--- src/design/debug_pkg.sv ---
package debug_pkg;

    //////////////////////////////////////////////////////////////////////
    // Widths and sizes.
    //////////////////////////////////////////////////////////////////////
    localparam int BYTE_W     = 8;          // UART data width.
    localparam int WORD_W     = 32;         // Instruction and report word.
    localparam int ADDR_W     = 6;          // Program address width.
    localparam int PROG_DEPTH = 64;         // Words of program memory.

    // UART timing, small enough to simulate.
    localparam int BAUD_DIV   = 4;          // Clocks per oversampling tick.
    localparam int OVERSAMPLE = 16;         // Ticks per bit.
    localparam int STOP_BITS  = 2;
    localparam int BAUD_CNT_W = $clog2(BAUD_DIV);
    localparam int TICK_W     = $clog2(OVERSAMPLE);
    localparam int BIT_CNT_W  = $clog2(BYTE_W);

    // Opcode field of an instruction.
    localparam int OPCODE_MSB = 31;
    localparam int OPCODE_LSB = 26;
    localparam logic [OPCODE_MSB-OPCODE_LSB:0] HALT_OPCODE = '0;

    // Host command bytes.
    typedef enum logic [7:0] {
        CMD_LOAD = 8'h4C,                   // 'L'.
        CMD_RUN  = 8'h52,                   // 'R'.
        CMD_STEP = 8'h53                    // 'S'.
    } cmd_e;

    // Report word select.
    typedef enum logic [1:0] {
        SEL_PC     = 2'd0,
        SEL_CYCLES = 2'd1,
        SEL_INSTR  = 2'd2
    } db_sel_e;

    // Loader write request.
    typedef struct packed {
        logic              en;
        logic [ADDR_W-1:0] addr;
        logic [WORD_W-1:0] data;
    } mem_wr_t;

endpackage

--- src/design/baud_rate_generator.sv ---
`timescale 1ns/1ps

module baud_rate_generator (
    input  logic i_clock,
    input  logic i_rst,
    output logic o_tick
);

    logic [debug_pkg::BAUD_CNT_W-1:0] cnt;

    always_ff @(posedge i_clock) begin
        if (i_rst) begin
            cnt    <= '0;
            o_tick <= 1'b0;
        end else begin
            o_tick <= (cnt == debug_pkg::BAUD_CNT_W'(debug_pkg::BAUD_DIV - 1));
            cnt    <= cnt + 1'b1;               // Wraps at BAUD_DIV.
        end
    end

endmodule

--- src/design/uart_rx.sv ---
`timescale 1ns/1ps

module uart_rx (
    input  logic                         i_clock,
    input  logic                         i_rst,
    input  logic                         i_tick,
    input  logic                         i_rx,
    output logic                         o_rx_done,
    output logic [debug_pkg::BYTE_W-1:0] o_data
);

    typedef enum logic [1:0] {RX_IDLE, RX_START, RX_DATA, RX_STOP} rx_state_e;

    rx_state_e                       state;
    logic [debug_pkg::TICK_W-1:0]    s_cnt;     // Ticks within a bit.
    logic [debug_pkg::BIT_CNT_W-1:0] n_cnt;     // Data bits received.

    always_ff @(posedge i_clock) begin
        if (i_rst) begin
            state     <= RX_IDLE;
            s_cnt     <= '0;
            n_cnt     <= '0;
            o_rx_done <= 1'b0;
        end else begin
            o_rx_done <= 1'b0;
            case (state)
                RX_IDLE: if (!i_rx) begin          // Falling edge, maybe a start.
                    s_cnt <= '0;
                    state <= RX_START;
                end
                RX_START: if (i_tick) begin
                    if (s_cnt == debug_pkg::TICK_W'(debug_pkg::OVERSAMPLE/2 - 1)) begin
                        s_cnt <= '0;
                        n_cnt <= '0;
                        state <= i_rx ? RX_IDLE : RX_DATA;  // Glitch goes back to idle.
                    end else begin
                        s_cnt <= s_cnt + 1'b1;
                    end
                end
                RX_DATA: if (i_tick) begin
                    s_cnt <= s_cnt + 1'b1;
                    if (s_cnt == debug_pkg::TICK_W'(debug_pkg::OVERSAMPLE - 1)) begin
                        o_data <= {i_rx, o_data[debug_pkg::BYTE_W-1:1]};  // LSB first.
                        n_cnt  <= n_cnt + 1'b1;
                        if (n_cnt == debug_pkg::BIT_CNT_W'(debug_pkg::BYTE_W - 1))
                            state <= RX_STOP;
                    end
                end
                RX_STOP: if (i_tick) begin
                    s_cnt <= s_cnt + 1'b1;
                    // Middle of the first stop bit.
                    if (s_cnt == debug_pkg::TICK_W'(debug_pkg::OVERSAMPLE - 1)) begin
                        o_rx_done <= 1'b1;
                        state     <= RX_IDLE;
                    end
                end
                default: state <= RX_IDLE;
            endcase
        end
    end

endmodule

--- src/design/uart_tx.sv ---
`timescale 1ns/1ps

module uart_tx (
    input  logic                         i_clock,
    input  logic                         i_rst,
    input  logic                         i_tick,
    input  logic                         i_tx_start,
    input  logic [debug_pkg::BYTE_W-1:0] i_data,
    output logic                         o_tx,
    output logic                         o_tx_done
);

    typedef enum logic [1:0] {TX_IDLE, TX_START, TX_DATA, TX_STOP} tx_state_e;

    tx_state_e                       state;
    logic [debug_pkg::TICK_W-1:0]    s_cnt;
    logic [debug_pkg::BIT_CNT_W-1:0] n_cnt;     // Data bits, then stop bits.
    logic [debug_pkg::BYTE_W-1:0]    shreg;
    logic                            bit_end;

    assign bit_end = i_tick && (s_cnt == debug_pkg::TICK_W'(debug_pkg::OVERSAMPLE - 1));
    assign o_tx    = (state == TX_DATA) ? shreg[0] : (state != TX_START);  // Idles high.

    always_ff @(posedge i_clock) begin
        if (i_rst) begin
            state     <= TX_IDLE;
            s_cnt     <= '0;
            n_cnt     <= '0;
            o_tx_done <= 1'b0;
        end else begin
            o_tx_done <= 1'b0;
            if (i_tick)
                s_cnt <= s_cnt + 1'b1;
            case (state)
                TX_IDLE: if (i_tx_start) begin
                    shreg <= i_data;
                    s_cnt <= '0;
                    state <= TX_START;
                end
                TX_START: if (bit_end) begin
                    n_cnt <= '0;
                    state <= TX_DATA;
                end
                TX_DATA: if (bit_end) begin
                    shreg <= shreg >> 1;
                    n_cnt <= n_cnt + 1'b1;
                    if (n_cnt == debug_pkg::BIT_CNT_W'(debug_pkg::BYTE_W - 1))
                        state <= TX_STOP;   // Counter wraps to zero here.
                end
                TX_STOP: if (bit_end) begin
                    n_cnt <= n_cnt + 1'b1;
                    if (n_cnt == debug_pkg::BIT_CNT_W'(debug_pkg::STOP_BITS - 1)) begin
                        o_tx_done <= 1'b1;
                        state     <= TX_IDLE;
                    end
                end
                default: state <= TX_IDLE;
            endcase
        end
    end

    // The debug unit waits for done before the next byte.
    a_no_start_busy: assert property (@(posedge i_clock) disable iff (i_rst)
        (state != TX_IDLE) |-> !i_tx_start);

endmodule

--- src/design/debug_unit.sv ---
`timescale 1ns/1ps

module debug_unit (
    input  logic                         i_clock,
    input  logic                         i_rst,
    input  logic                         i_rx_done,
    input  logic [debug_pkg::BYTE_W-1:0] i_rx_data,
    input  logic                         i_tx_done,
    input  logic [debug_pkg::WORD_W-1:0] i_instruction,
    input  logic [debug_pkg::WORD_W-1:0] i_trace_word,
    input  logic                         i_clear_ack,
    output logic                         o_tx_start,
    output logic [debug_pkg::BYTE_W-1:0] o_tx_data,
    output logic                         o_soft_reset,
    output debug_pkg::mem_wr_t           o_mem_wr,
    output logic                         o_enable_pc,
    output debug_pkg::db_sel_e           o_db_sel,
    output logic [1:0]                   o_leds
);

    typedef enum logic [2:0] {IDLE, CLEAR, ACK, LOAD, EXEC, WAIT, REPORT} state_e;

    state_e                       state;
    logic                         step_mode;    // Step, else run.
    logic                         wait_cnt;
    logic                         tx_busy;      // Report byte in flight.
    logic [1:0]                   byte_cnt;     // Bytes of the load word.
    logic [3:0]                   rep_idx;      // Report byte, 0 to 11.
    logic                         is_halt;
    logic [debug_pkg::WORD_W-1:0] next_word;

    assign is_halt     = (i_instruction[debug_pkg::OPCODE_MSB:debug_pkg::OPCODE_LSB]
                          == debug_pkg::HALT_OPCODE);
    assign next_word   = {i_rx_data, o_mem_wr.data[debug_pkg::WORD_W-1:debug_pkg::BYTE_W]};
    assign o_enable_pc = (state == EXEC) && !is_halt;  // One advance per check.
    assign o_db_sel    = debug_pkg::db_sel_e'(rep_idx[3:2]);  // Four bytes per word.

    always_ff @(posedge i_clock) begin
        if (i_rst) begin
            state        <= IDLE;
            step_mode    <= 1'b0;
            wait_cnt     <= 1'b0;
            tx_busy      <= 1'b0;
            byte_cnt     <= '0;
            rep_idx      <= '0;
            o_tx_start   <= 1'b0;
            o_soft_reset <= 1'b0;
            o_mem_wr.en  <= 1'b0;
            o_leds       <= '0;
        end else begin
            o_tx_start   <= 1'b0;               // Strobes last one cycle.
            o_soft_reset <= 1'b0;
            o_mem_wr.en  <= 1'b0;
            if (o_mem_wr.en)
                o_mem_wr.addr <= o_mem_wr.addr + 1'b1;
            case (state)
                //////////////////////////////////////////////////////////////
                // Command decode and load.
                //////////////////////////////////////////////////////////////
                IDLE: if (i_rx_done) begin
                    case (debug_pkg::cmd_e'(i_rx_data))
                        debug_pkg::CMD_LOAD: begin
                            o_soft_reset <= 1'b1;   // Clear memory and counters.
                            o_leds[1]    <= 1'b0;
                            state        <= CLEAR;
                        end
                        debug_pkg::CMD_RUN: begin
                            step_mode <= 1'b0;
                            state     <= EXEC;
                        end
                        debug_pkg::CMD_STEP: begin
                            step_mode <= 1'b1;
                            state     <= EXEC;
                        end
                        default: ;                  // Unknown byte ignored.
                    endcase
                end
                CLEAR: if (i_clear_ack) begin
                    o_tx_start <= 1'b1;             // Echo the command.
                    o_tx_data  <= debug_pkg::CMD_LOAD;
                    state      <= ACK;
                end
                ACK: if (i_tx_done) begin
                    byte_cnt      <= '0;
                    o_mem_wr.addr <= '0;
                    state         <= LOAD;
                end
                LOAD: if (i_rx_done) begin
                    o_mem_wr.data <= next_word;     // LSB first.
                    byte_cnt      <= byte_cnt + 1'b1;
                    if (byte_cnt == 2'd3) begin
                        o_mem_wr.en <= 1'b1;        // Write next cycle.
                        if (next_word[debug_pkg::OPCODE_MSB:debug_pkg::OPCODE_LSB]
                                == debug_pkg::HALT_OPCODE) begin
                            o_leds[1] <= 1'b1;      // Program complete.
                            state     <= IDLE;
                        end
                    end
                end
                //////////////////////////////////////////////////////////////
                // Execution and report.
                //////////////////////////////////////////////////////////////
                EXEC: begin
                    if (is_halt && !step_mode) begin
                        rep_idx <= '0;
                        tx_busy <= 1'b0;
                        state   <= REPORT;
                    end else begin
                        wait_cnt <= step_mode;      // Step waits two cycles.
                        state    <= WAIT;
                    end
                end
                WAIT: begin
                    wait_cnt <= 1'b0;
                    if (!wait_cnt) begin
                        rep_idx <= '0;
                        tx_busy <= 1'b0;
                        state   <= step_mode ? REPORT : EXEC;
                    end
                end
                REPORT: begin
                    if (!tx_busy) begin
                        o_tx_start <= 1'b1;
                        o_tx_data  <= i_trace_word[rep_idx[1:0]*debug_pkg::BYTE_W +:
                                                   debug_pkg::BYTE_W];
                        tx_busy    <= 1'b1;
                    end else if (i_tx_done) begin
                        tx_busy <= 1'b0;
                        rep_idx <= rep_idx + 1'b1;
                        if (rep_idx == 4'd11) begin
                            o_leds[0] <= is_halt;   // Halt reached.
                            state     <= IDLE;
                        end
                    end
                end
                default: state <= IDLE;
            endcase
        end
    end

    // A run report shows the halt that ended the run, so fetch stays put.
    a_run_report_on_halt: assert property (@(posedge i_clock) disable iff (i_rst)
        (state == REPORT) && !step_mode |-> is_halt);

endmodule

--- src/design/program_memory.sv ---
`timescale 1ns/1ps

module program_memory (
    input  logic                         i_clock,
    input  logic                         i_rst,
    input  logic                         i_soft_reset,
    input  debug_pkg::mem_wr_t           i_mem_wr,
    input  logic [debug_pkg::ADDR_W-1:0] i_rd_addr,
    output logic [debug_pkg::WORD_W-1:0] o_instruction,
    output logic                         o_clear_ack
);

    logic [debug_pkg::WORD_W-1:0] mem [debug_pkg::PROG_DEPTH];
    logic                         clearing;
    logic [debug_pkg::ADDR_W-1:0] clr_addr;

    // Clear engine, one word per cycle.
    always_ff @(posedge i_clock) begin
        if (i_rst) begin
            clearing    <= 1'b0;
            clr_addr    <= '0;
            o_clear_ack <= 1'b0;
        end else begin
            o_clear_ack <= 1'b0;
            if (i_soft_reset) begin
                clearing <= 1'b1;
                clr_addr <= '0;
            end else if (clearing) begin
                clr_addr <= clr_addr + 1'b1;
                if (clr_addr == debug_pkg::ADDR_W'(debug_pkg::PROG_DEPTH - 1)) begin
                    clearing    <= 1'b0;
                    o_clear_ack <= 1'b1;    // Last word zeroed.
                end
            end
        end
    end

    // Fixed priority: clear, load write, fetch read.
    always_ff @(posedge i_clock) begin
        if (clearing)
            mem[clr_addr] <= '0;
        else if (i_mem_wr.en)
            mem[i_mem_wr.addr] <= i_mem_wr.data;
        else
            o_instruction <= mem[i_rd_addr];  // Lost read holds old word.
    end

    a_no_write_clearing: assert property (@(posedge i_clock) disable iff (i_rst)
        clearing |-> !i_mem_wr.en);

endmodule

--- src/design/instruction_fetch.sv ---
`timescale 1ns/1ps

module instruction_fetch (
    input  logic                         i_clock,
    input  logic                         i_rst,
    input  logic                         i_soft_reset,
    input  logic                         i_enable_pc,
    output logic [debug_pkg::ADDR_W-1:0] o_pc
);

    always_ff @(posedge i_clock) begin
        if (i_rst || i_soft_reset) begin
            o_pc <= '0;
        end else if (i_enable_pc) begin
            if (o_pc == debug_pkg::ADDR_W'(debug_pkg::PROG_DEPTH - 1))
                o_pc <= '0;                     // Wrap at the end of memory.
            else
                o_pc <= o_pc + 1'b1;            // No branches, increment only.
        end
    end

endmodule

--- src/design/trace_database.sv ---
`timescale 1ns/1ps

module trace_database (
    input  logic                         i_clock,
    input  logic                         i_rst,
    input  logic                         i_soft_reset,
    input  logic                         i_enable_pc,
    input  logic [debug_pkg::ADDR_W-1:0] i_pc,
    input  logic [debug_pkg::WORD_W-1:0] i_instruction,
    input  debug_pkg::db_sel_e           i_db_sel,
    output logic [debug_pkg::WORD_W-1:0] o_trace_word
);

    logic [debug_pkg::WORD_W-1:0] cycles;   // Executed instructions.

    always_ff @(posedge i_clock) begin
        if (i_rst || i_soft_reset)
            cycles <= '0;
        else if (i_enable_pc)
            cycles <= cycles + 1'b1;
    end

    // Report word mux.
    always_comb begin
        case (i_db_sel)
            debug_pkg::SEL_PC:     o_trace_word = debug_pkg::WORD_W'(i_pc);
            debug_pkg::SEL_CYCLES: o_trace_word = cycles;
            default:               o_trace_word = i_instruction;
        endcase
    end

endmodule

--- src/design/mips_debug_top.sv ---
`timescale 1ns/1ps

module mips_debug_top (
    input  logic       i_clock,
    input  logic       i_rst,
    input  logic       i_uart_rx,
    output logic       o_uart_tx,
    output logic [1:0] o_leds
);

    //////////////////////////////////////////////////////////////////////
    // Interconnect.
    //////////////////////////////////////////////////////////////////////
    logic                         tick;
    logic                         rx_done;
    logic [debug_pkg::BYTE_W-1:0] rx_data;
    logic                         tx_start;
    logic [debug_pkg::BYTE_W-1:0] tx_data;
    logic                         tx_done;
    logic                         soft_reset;   // Clears memory, PC and count.
    logic                         clear_ack;
    debug_pkg::mem_wr_t           mem_wr;
    logic [debug_pkg::ADDR_W-1:0] pc;
    logic [debug_pkg::WORD_W-1:0] instruction;
    logic                         enable_pc;
    debug_pkg::db_sel_e           db_sel;
    logic [debug_pkg::WORD_W-1:0] trace_word;

    baud_rate_generator u_baud_rate_generator (
        .i_clock (i_clock), .i_rst (i_rst), .o_tick (tick)
    );

    uart_rx u_uart_rx (
        .i_clock (i_clock), .i_rst (i_rst), .i_tick (tick), .i_rx (i_uart_rx),
        .o_rx_done (rx_done), .o_data (rx_data)
    );

    uart_tx u_uart_tx (
        .i_clock (i_clock), .i_rst (i_rst), .i_tick (tick), .i_tx_start (tx_start),
        .i_data (tx_data), .o_tx (o_uart_tx), .o_tx_done (tx_done)
    );

    debug_unit u_debug_unit (
        .i_clock (i_clock), .i_rst (i_rst),
        .i_rx_done (rx_done), .i_rx_data (rx_data), .i_tx_done (tx_done),
        .i_instruction (instruction), .i_trace_word (trace_word),
        .i_clear_ack (clear_ack),
        .o_tx_start (tx_start), .o_tx_data (tx_data), .o_soft_reset (soft_reset),
        .o_mem_wr (mem_wr), .o_enable_pc (enable_pc), .o_db_sel (db_sel),
        .o_leds (o_leds)
    );

    program_memory u_program_memory (
        .i_clock (i_clock), .i_rst (i_rst), .i_soft_reset (soft_reset),
        .i_mem_wr (mem_wr), .i_rd_addr (pc),
        .o_instruction (instruction), .o_clear_ack (clear_ack)
    );

    instruction_fetch u_instruction_fetch (
        .i_clock (i_clock), .i_rst (i_rst), .i_soft_reset (soft_reset),
        .i_enable_pc (enable_pc), .o_pc (pc)
    );

    trace_database u_trace_database (
        .i_clock (i_clock), .i_rst (i_rst), .i_soft_reset (soft_reset),
        .i_enable_pc (enable_pc), .i_pc (pc), .i_instruction (instruction),
        .i_db_sel (db_sel), .o_trace_word (trace_word)
    );

endmodule

--- config.mk ---
export PLATFORM = sky130hd
export DESIGN_NAME = mips_debug_top
export DESIGN_NICKNAME = d
export VERILOG_FILES = /design/src/design/debug_pkg.sv /design/src/design/baud_rate_generator.sv /design/src/design/uart_rx.sv /design/src/design/uart_tx.sv /design/src/design/debug_unit.sv /design/src/design/program_memory.sv /design/src/design/instruction_fetch.sv /design/src/design/trace_database.sv /design/src/design/mips_debug_top.sv
export SDC_FILE = /design/constraint.sdc
export NUM_CORES = 2
export LEC_CHECK = 0
export BUFFER_PORTS_ARGS = -buffer_cell sky130_fd_sc_hd__buf_2
export CAP_MARGIN = 20
export CORE_MARGIN = 10
export CORE_UTILIZATION = 60
export DETAILED_ROUTE_END_ITERATION = 8
export PLACE_DENSITY = 0.76
export SYNTH_ARGS = -nofsm -noshare
export SYNTH_HDL_FRONTEND = slang
export SYNTH_HIERARCHICAL = 1
export SYNTH_SLANG_ARGS = --single-unit
--- constraint.sdc ---
create_clock -name i_clock -period 6.87 [get_ports i_clock]
set_input_delay 1.374 -clock i_clock [delete_from_list [all_inputs] [get_ports i_clock]]
set_output_delay 1.374 -clock i_clock [all_outputs]
set_load 0.05 [all_outputs]
# [Word level (Yosys, flattened, before mapping)]
# Memories as Yosys holds them, arrays and structs flattened. A register that Yosys moved wholly into a read port is not among the register bits.
# Index checks and enable logic that the tools add are counted.
[word_totals] out_inout_bits=3 elab_cells=262 mem_count=1 input_bits=3 mem_bits_rw=2048 register_bits=148
[mem_list] memory="u_program_memory.mem" words=64 word_bits=32 read_ports=1 rd_ports_with_merged_regs=1 wr=1 line_no="program_memory.sv:13" source="logic [debug_pkg::WORD_W-1:0] mem [debug_pkg::PROG_DEPTH];"
[op_classes] n_bitwise=10 n_shift=1 addsub=11 n_mux=100 n_eq_ne=59 reduce_logical=49
[ops] cell="$pmux W32 S2" n=1
[ops] cell="$mux W3" n=16
[ops] cell="$mux W4" n=11
[ops] cell="$mux W2" n=19
[ops] cell="$ne A2 B1 Y1 const B" n=17
[ops] cell="$add A32 B1 Y32 const B" n=1
[ops] cell="$mux W32" n=1
[ops] cell="$mux W8" n=4
[ops] cell="$pmux W8 S2" n=2
[ops] cell="$reduce_or A32 Y1" n=1
[ops] cell="$shiftx A32 B6 Y8" n=1
[ops] cell="$mux W6" n=5
[ops] cell="$ne A2 B2 Y1 const B" n=14
[ops] cell="$mux W1" n=27
[ops] cell="$eq A8 B7 Y1 const B" n=3
[ops] cell="$pmux W4 S3" n=2
[ops] cell="$pmux W3 S7" n=1
[ops] cell="$add A6 B1 Y6 const B" n=3
[ops] cell="$pmux W3 S2" n=3
[ops] cell="$reduce_and A3 Y1" n=6
[ops] cell="$pmux W2 S4" n=2
[ops] cell="$reduce_and A4 Y1" n=4
[ops] cell="$reduce_bool A2 Y1" n=8
[ops] cell="$eq A3 B3 Y1 const B" n=5
[ops] cell="29 further kinds" n=73

# [Longest topological paths before layout]
[logic_depth] depth_word=5 mapped_depth=11 mapped_depth_nobuf=7

# [Cells and area by module]
# Netlist, hierarchy kept.
[modules_own_cells] module="program_memory" n_inst=1 cells_per_inst=3417 area_per_inst_um2=79309.8
[modules_own_cells] module="debug_unit" n_inst=1 cells_per_inst=216 area_per_inst_um2=2776.4
[modules_own_cells] module="trace_database" n_inst=1 cells_per_inst=285 area_per_inst_um2=1984.4
[modules_own_cells] module="uart_tx" n_inst=1 cells_per_inst=83 area_per_inst_um2=963.4
[modules_own_cells] module="uart_rx" n_inst=1 cells_per_inst=77 area_per_inst_um2=853.3
[modules_own_cells] module="instruction_fetch" n_inst=1 cells_per_inst=34 area_per_inst_um2=292.8
[modules_own_cells] module="baud_rate_generator" n_inst=1 cells_per_inst=7 area_per_inst_um2=88.8

# [Worst setup path after synthesis]
# Ideal clock, no wire load.
[synth_path] path_kind="register -> register" startpoint="reg u_debug_unit/o_mem_wr[38] (netlist name)" endpoint="mem u_program_memory/mem[16][0] (netlist name) (enable)" setup_slack_ns=3.490 stages_incl_launch_ff=7 path_buffers=1 t_arrival_ns=2.959 required_time_ns=6.449 path_cell_list="dfxtp_1 -> nor2b_1 -> clkbuf_1 -> mux2i_1 -> nor2b_1 -> nand2_1 -> nor2_1"
[synth_between] elab_chain_len=5 elab_cells_between_ends=6
[synth_lines] item="start: declaration" line_no="debug_unit.sv:15" source="output debug_pkg::mem_wr_t o_mem_wr,"
[synth_lines] item="$mux W1 *" line_no="program_memory.sv:42" source="else if (i_mem_wr.en)"
[synth_lines] item="$mux W1 *" line_no="program_memory.sv:40" source="if (clearing)"
[synth_lines] item="$mux W1 (implied by the code) *" line_no="program_memory.sv:43" source="mem[i_mem_wr.addr] <= i_mem_wr.data;"
[synth_lines] item="$reduce_or A32 Y1 (no line)"
[synth_lines] item="$mux W6 (no line) / $mux W1 (equally long branches)"
[synth_lines] item="end: declaration" line_no="program_memory.sv:13"
# Every way passes the cells marked *; elsewhere a longest branch is shown, timed or not.

==> impl_metrics.yaml <==
drt:
  dr.pass1.iters: 6
  vias_per_cell: 6.914
  drt-wirelength-per-cell_um: 33.07
  vias: 43660
  detail_route.drc_violations: 0
  drt-total-wl_mm: 208.8
  drtIter0Drc: 7115
  drtAntennaViolNets: 0
place:
  place_congestion: 0.9381
  dpl-instance-area_sq_um: 89180
  port_buffers: 5
  hpwl_mm: 116.4
layout:
  seq_area_sq_um: 66060
  layout.nets: 4262
  multiInputGateArea_sq_um: 19540
  drive_gt1_frac: 0.2587
  finalInstanceArea_sq_um: 96180
  layout_common_cells: "2142 x edfxtp_1, 537 x mux4_2, 207 x clkbuf_16"
  final_common_cell: "edfxtp_1"
  syn2layout_area_growth_pct: 11.49
  n_fill_cell: 8638
flow_run:
  maxCapViolCount: 0
yosys:
  syn_nets: 4141
  synth_cell_type_count: 71
  syn_inst: 4119
  syn_area_sq_um: 86270
  synthArstFlopShare: 0
  ys_warn_count: 6
  synth_edf_count: 2142
  syn_area_per_cell_sq_um: 20.94
  synth-seq-area-share: 0.7656
  ys_ff_latch: 2228
  synthFlopType: "edfxtp_1"
clock_network:
  tritoncts: "built"
  postCtsHoldBufs: 0
  clock-sinks: 2228
  h-tree-depth: 4
  cts_root_buffer: "clkbuf_16"
  clk-insertion-delay-late_ns: 0.84
  clockBufferDepth: 3
  cts-buffers-inserted: 206
  cts_setup_buffers: 0
  ctsResizeCount: 0
  cts.clk_slew.worst_paths_ns: 0.06
global_routing:
  overflow: 0
  antenna_found_initial: 7
  grt_pass1_wl_mm: 301.6
  grt_pass1_vias: 42180
  track_usage: 0.2618
  grt_max_degree: 119
pwr:
  sequentialPowerShare: 0.565
  p_comb_frac: 0.009
  clockPowerShare: 0.426
  netSwitchingFraction: 0.1950
  power.switching_uw: 5074
  irDropWorstVdd_mv: 0.2647
  power.density_nw_per_um2: 270.6
  internal-power_uw: 20950
  leakagePower_uw: 0.03000
setup_path:
  path_max_fanout: 75
  worstPathArrival_ns: 4.61
  setup.worst_path.class: "reg2reg"
  cp-end-kind: "register"
  required_ns: 7.43
  critPathLaunchType: "register"
floorplanning:
  dieArea_sq_um: 159300
  fp.dieW_um: 399.2
  core_region_area_sq_um: 143300
  start_util: 0.6020
  num_rows: 139
  fp.dieH_um: 399.2
  ioPinCount: 6
sta:
  slew_headroom: 0.1812
  period_needed_ns: 4.054
  hold_ws_ns: 0.4176
  report.final.slew_viol_count: 0
  setup-violations-final: 0
  worstMarginPinSlew_ns: 1.217
  rsz0062_at_grt: "false"
  period_share: 0.5902
  timing.fmax_mhz: 246.6
  hold_viol: 0
  setup-tns-final_ns: 0
  skew_ns: 0.02738
worst_hold_path:
  min_path_type: "reg2reg"
run_status:
  status: "finished clean"
area by class of cell:
class / count / area share
sequential: 2228 / 0.6868
timing repair buffer: 143 / 0.01733
clock inverter: 131 / 0.01167
antenna: 1 / 0.00002602
clock buffer: 248 / 0.05556
inverter: 17 / 0.0006634
multi-input combinational: 1644 / 0.2032
tap: 1903 / 0.02476
flip-flops by register name, summed over array words and instances (netlist names), 6 cells and up, named ones only:
register and count:
u_program_memory/clr_addr 6, u_debug_unit/o_mem_wr 39, u_debug_unit/o_tx_data 8, u_instruction_fetch/o_pc 6
u_uart_rx/o_data 8, u_program_memory/o_instruction 32, u_uart_tx/shreg 8, u_trace_database/cycles 32
u_program_memory/mem 2048
kinds of logic after synthesis:
logic type      after synthesis  share of synthesized area
compound gates              387                    0.02882
xor+xnor                     27                   0.002741
fa+ha+maj                    19                   0.002756
buf+inv                     247                    0.01424
flops                      2228                     0.7656
mux                         632                     0.1517
simple gates                579                    0.03420
cells in the mapped netlist, types with 7 or more instances:
cell,n,share of area
and2_1,41,0.0030
nand4_1,20,0.0015
mux2_2,33,0.0043
a211oi_1,8,0.00070
nand2b_1,34,0.0025
dfxtp_1,86,0.020
or3_1,15,0.0011
clkbuf_1,94,0.0041
nand2_1,144,0.0063
o22a_1,13,0.0013
nor2b_1,22,0.0016
buf_1,12,0.00052
buf_4,41,0.0036
inv_1,16,0.00070
mux4_2,537,0.14
mux2i_1,62,0.0072
nor4_1,31,0.0022
o211ai_1,14,0.0012
or4_1,12,0.0010
o221ai_1,20,0.0020
o21ai_0,81,0.0047
buf_6,7,0.00091
nor2_1,155,0.0067
nand3b_1,15,0.0013
a21oi_1,64,0.0037
edfxtp_1,2142,0.75
o22ai_1,120,0.0087
buf_2,76,0.0044
xor2_1,15,0.0015
nand3_1,25,0.0015
a31oi_1,15,0.0011
o31ai_1,12,0.0010
xnor2_1,12,0.0012
or2_2,12,0.00087
a2bb2oi_1,12,0.0012
ha_1,19,0.0028
nor3_1,23,0.0013
critical path: stages (launching register included):
cell	delay [ns]
dfxtp_4	0.81
buf_12	0.45
buf_12	0.44
mux4_2	0.60
mux4_2	0.57
o22ai_1	0.59
nor2_1	0.13
through the flow:
stage | worst slack, ns | util | total power, uW | cells
after detailed placement | 2.831 | 0.6223 | 15220 | 5910
after global routing | 2.609 | 0.6712 | 26650 | 6314
final | 2.816 | 0.6712 | 26030 | 6315
after CTS | 2.790 | 0.6674 | 26130 | 6289
after global placement | 2.827 | 0.6200 | 15220 | 5888
after floorplan | 3.490 | - | 15110 | 4119
power groups by stage:
| stage | registers [uW] | clock network, uW | logic (uW) |
|---|---|---|---|
| final | 14700 | 11100 | 245 |
| after CTS | 14700 | 11200 | 238 |
| after floorplan | 15000 | 0 | 126 |
| after global placement | 15000 | 0 | 228 |
| after global routing | 14700 | 11700 | 249 |
| after detailed placement | 15000 | 0 | 234 |
worst paths after layout:
path                                            start                                           to  slack, ns  depth (start not counted)
min reg2reg   u_baud_rate_generator/cnt[0]$_SDFF_PP0_      u_baud_rate_generator/cnt[0]$_SDFF_PP0_       0.42                          1
max reg2reg  u_instruction_fetch/o_pc[0]$_SDFFE_PP0P_  u_program_memory/o_instruction[0]$_DFFE_PP_       2.82                          6
max          u_instruction_fetch/o_pc[0]$_SDFFE_PP0P_  u_program_memory/o_instruction[0]$_DFFE_PP_       2.82                          6
min           u_baud_rate_generator/cnt[0]$_SDFF_PP0_      u_baud_rate_generator/cnt[0]$_SDFF_PP0_       0.42                          1
routing by layer:
metal	vias up	share of wire	routed length (um)	track usage
met5	-	0.000062	13	0
met1	22860	0.38	79280	0.3974
met3	320	0.13	26270	0.05655
met4	2	0.035	7315	0.09294
li1	17420	-	-	-
met2	3060	0.46	95970	0.3805
Note: power is estimated with default switching activity, not from simulation.
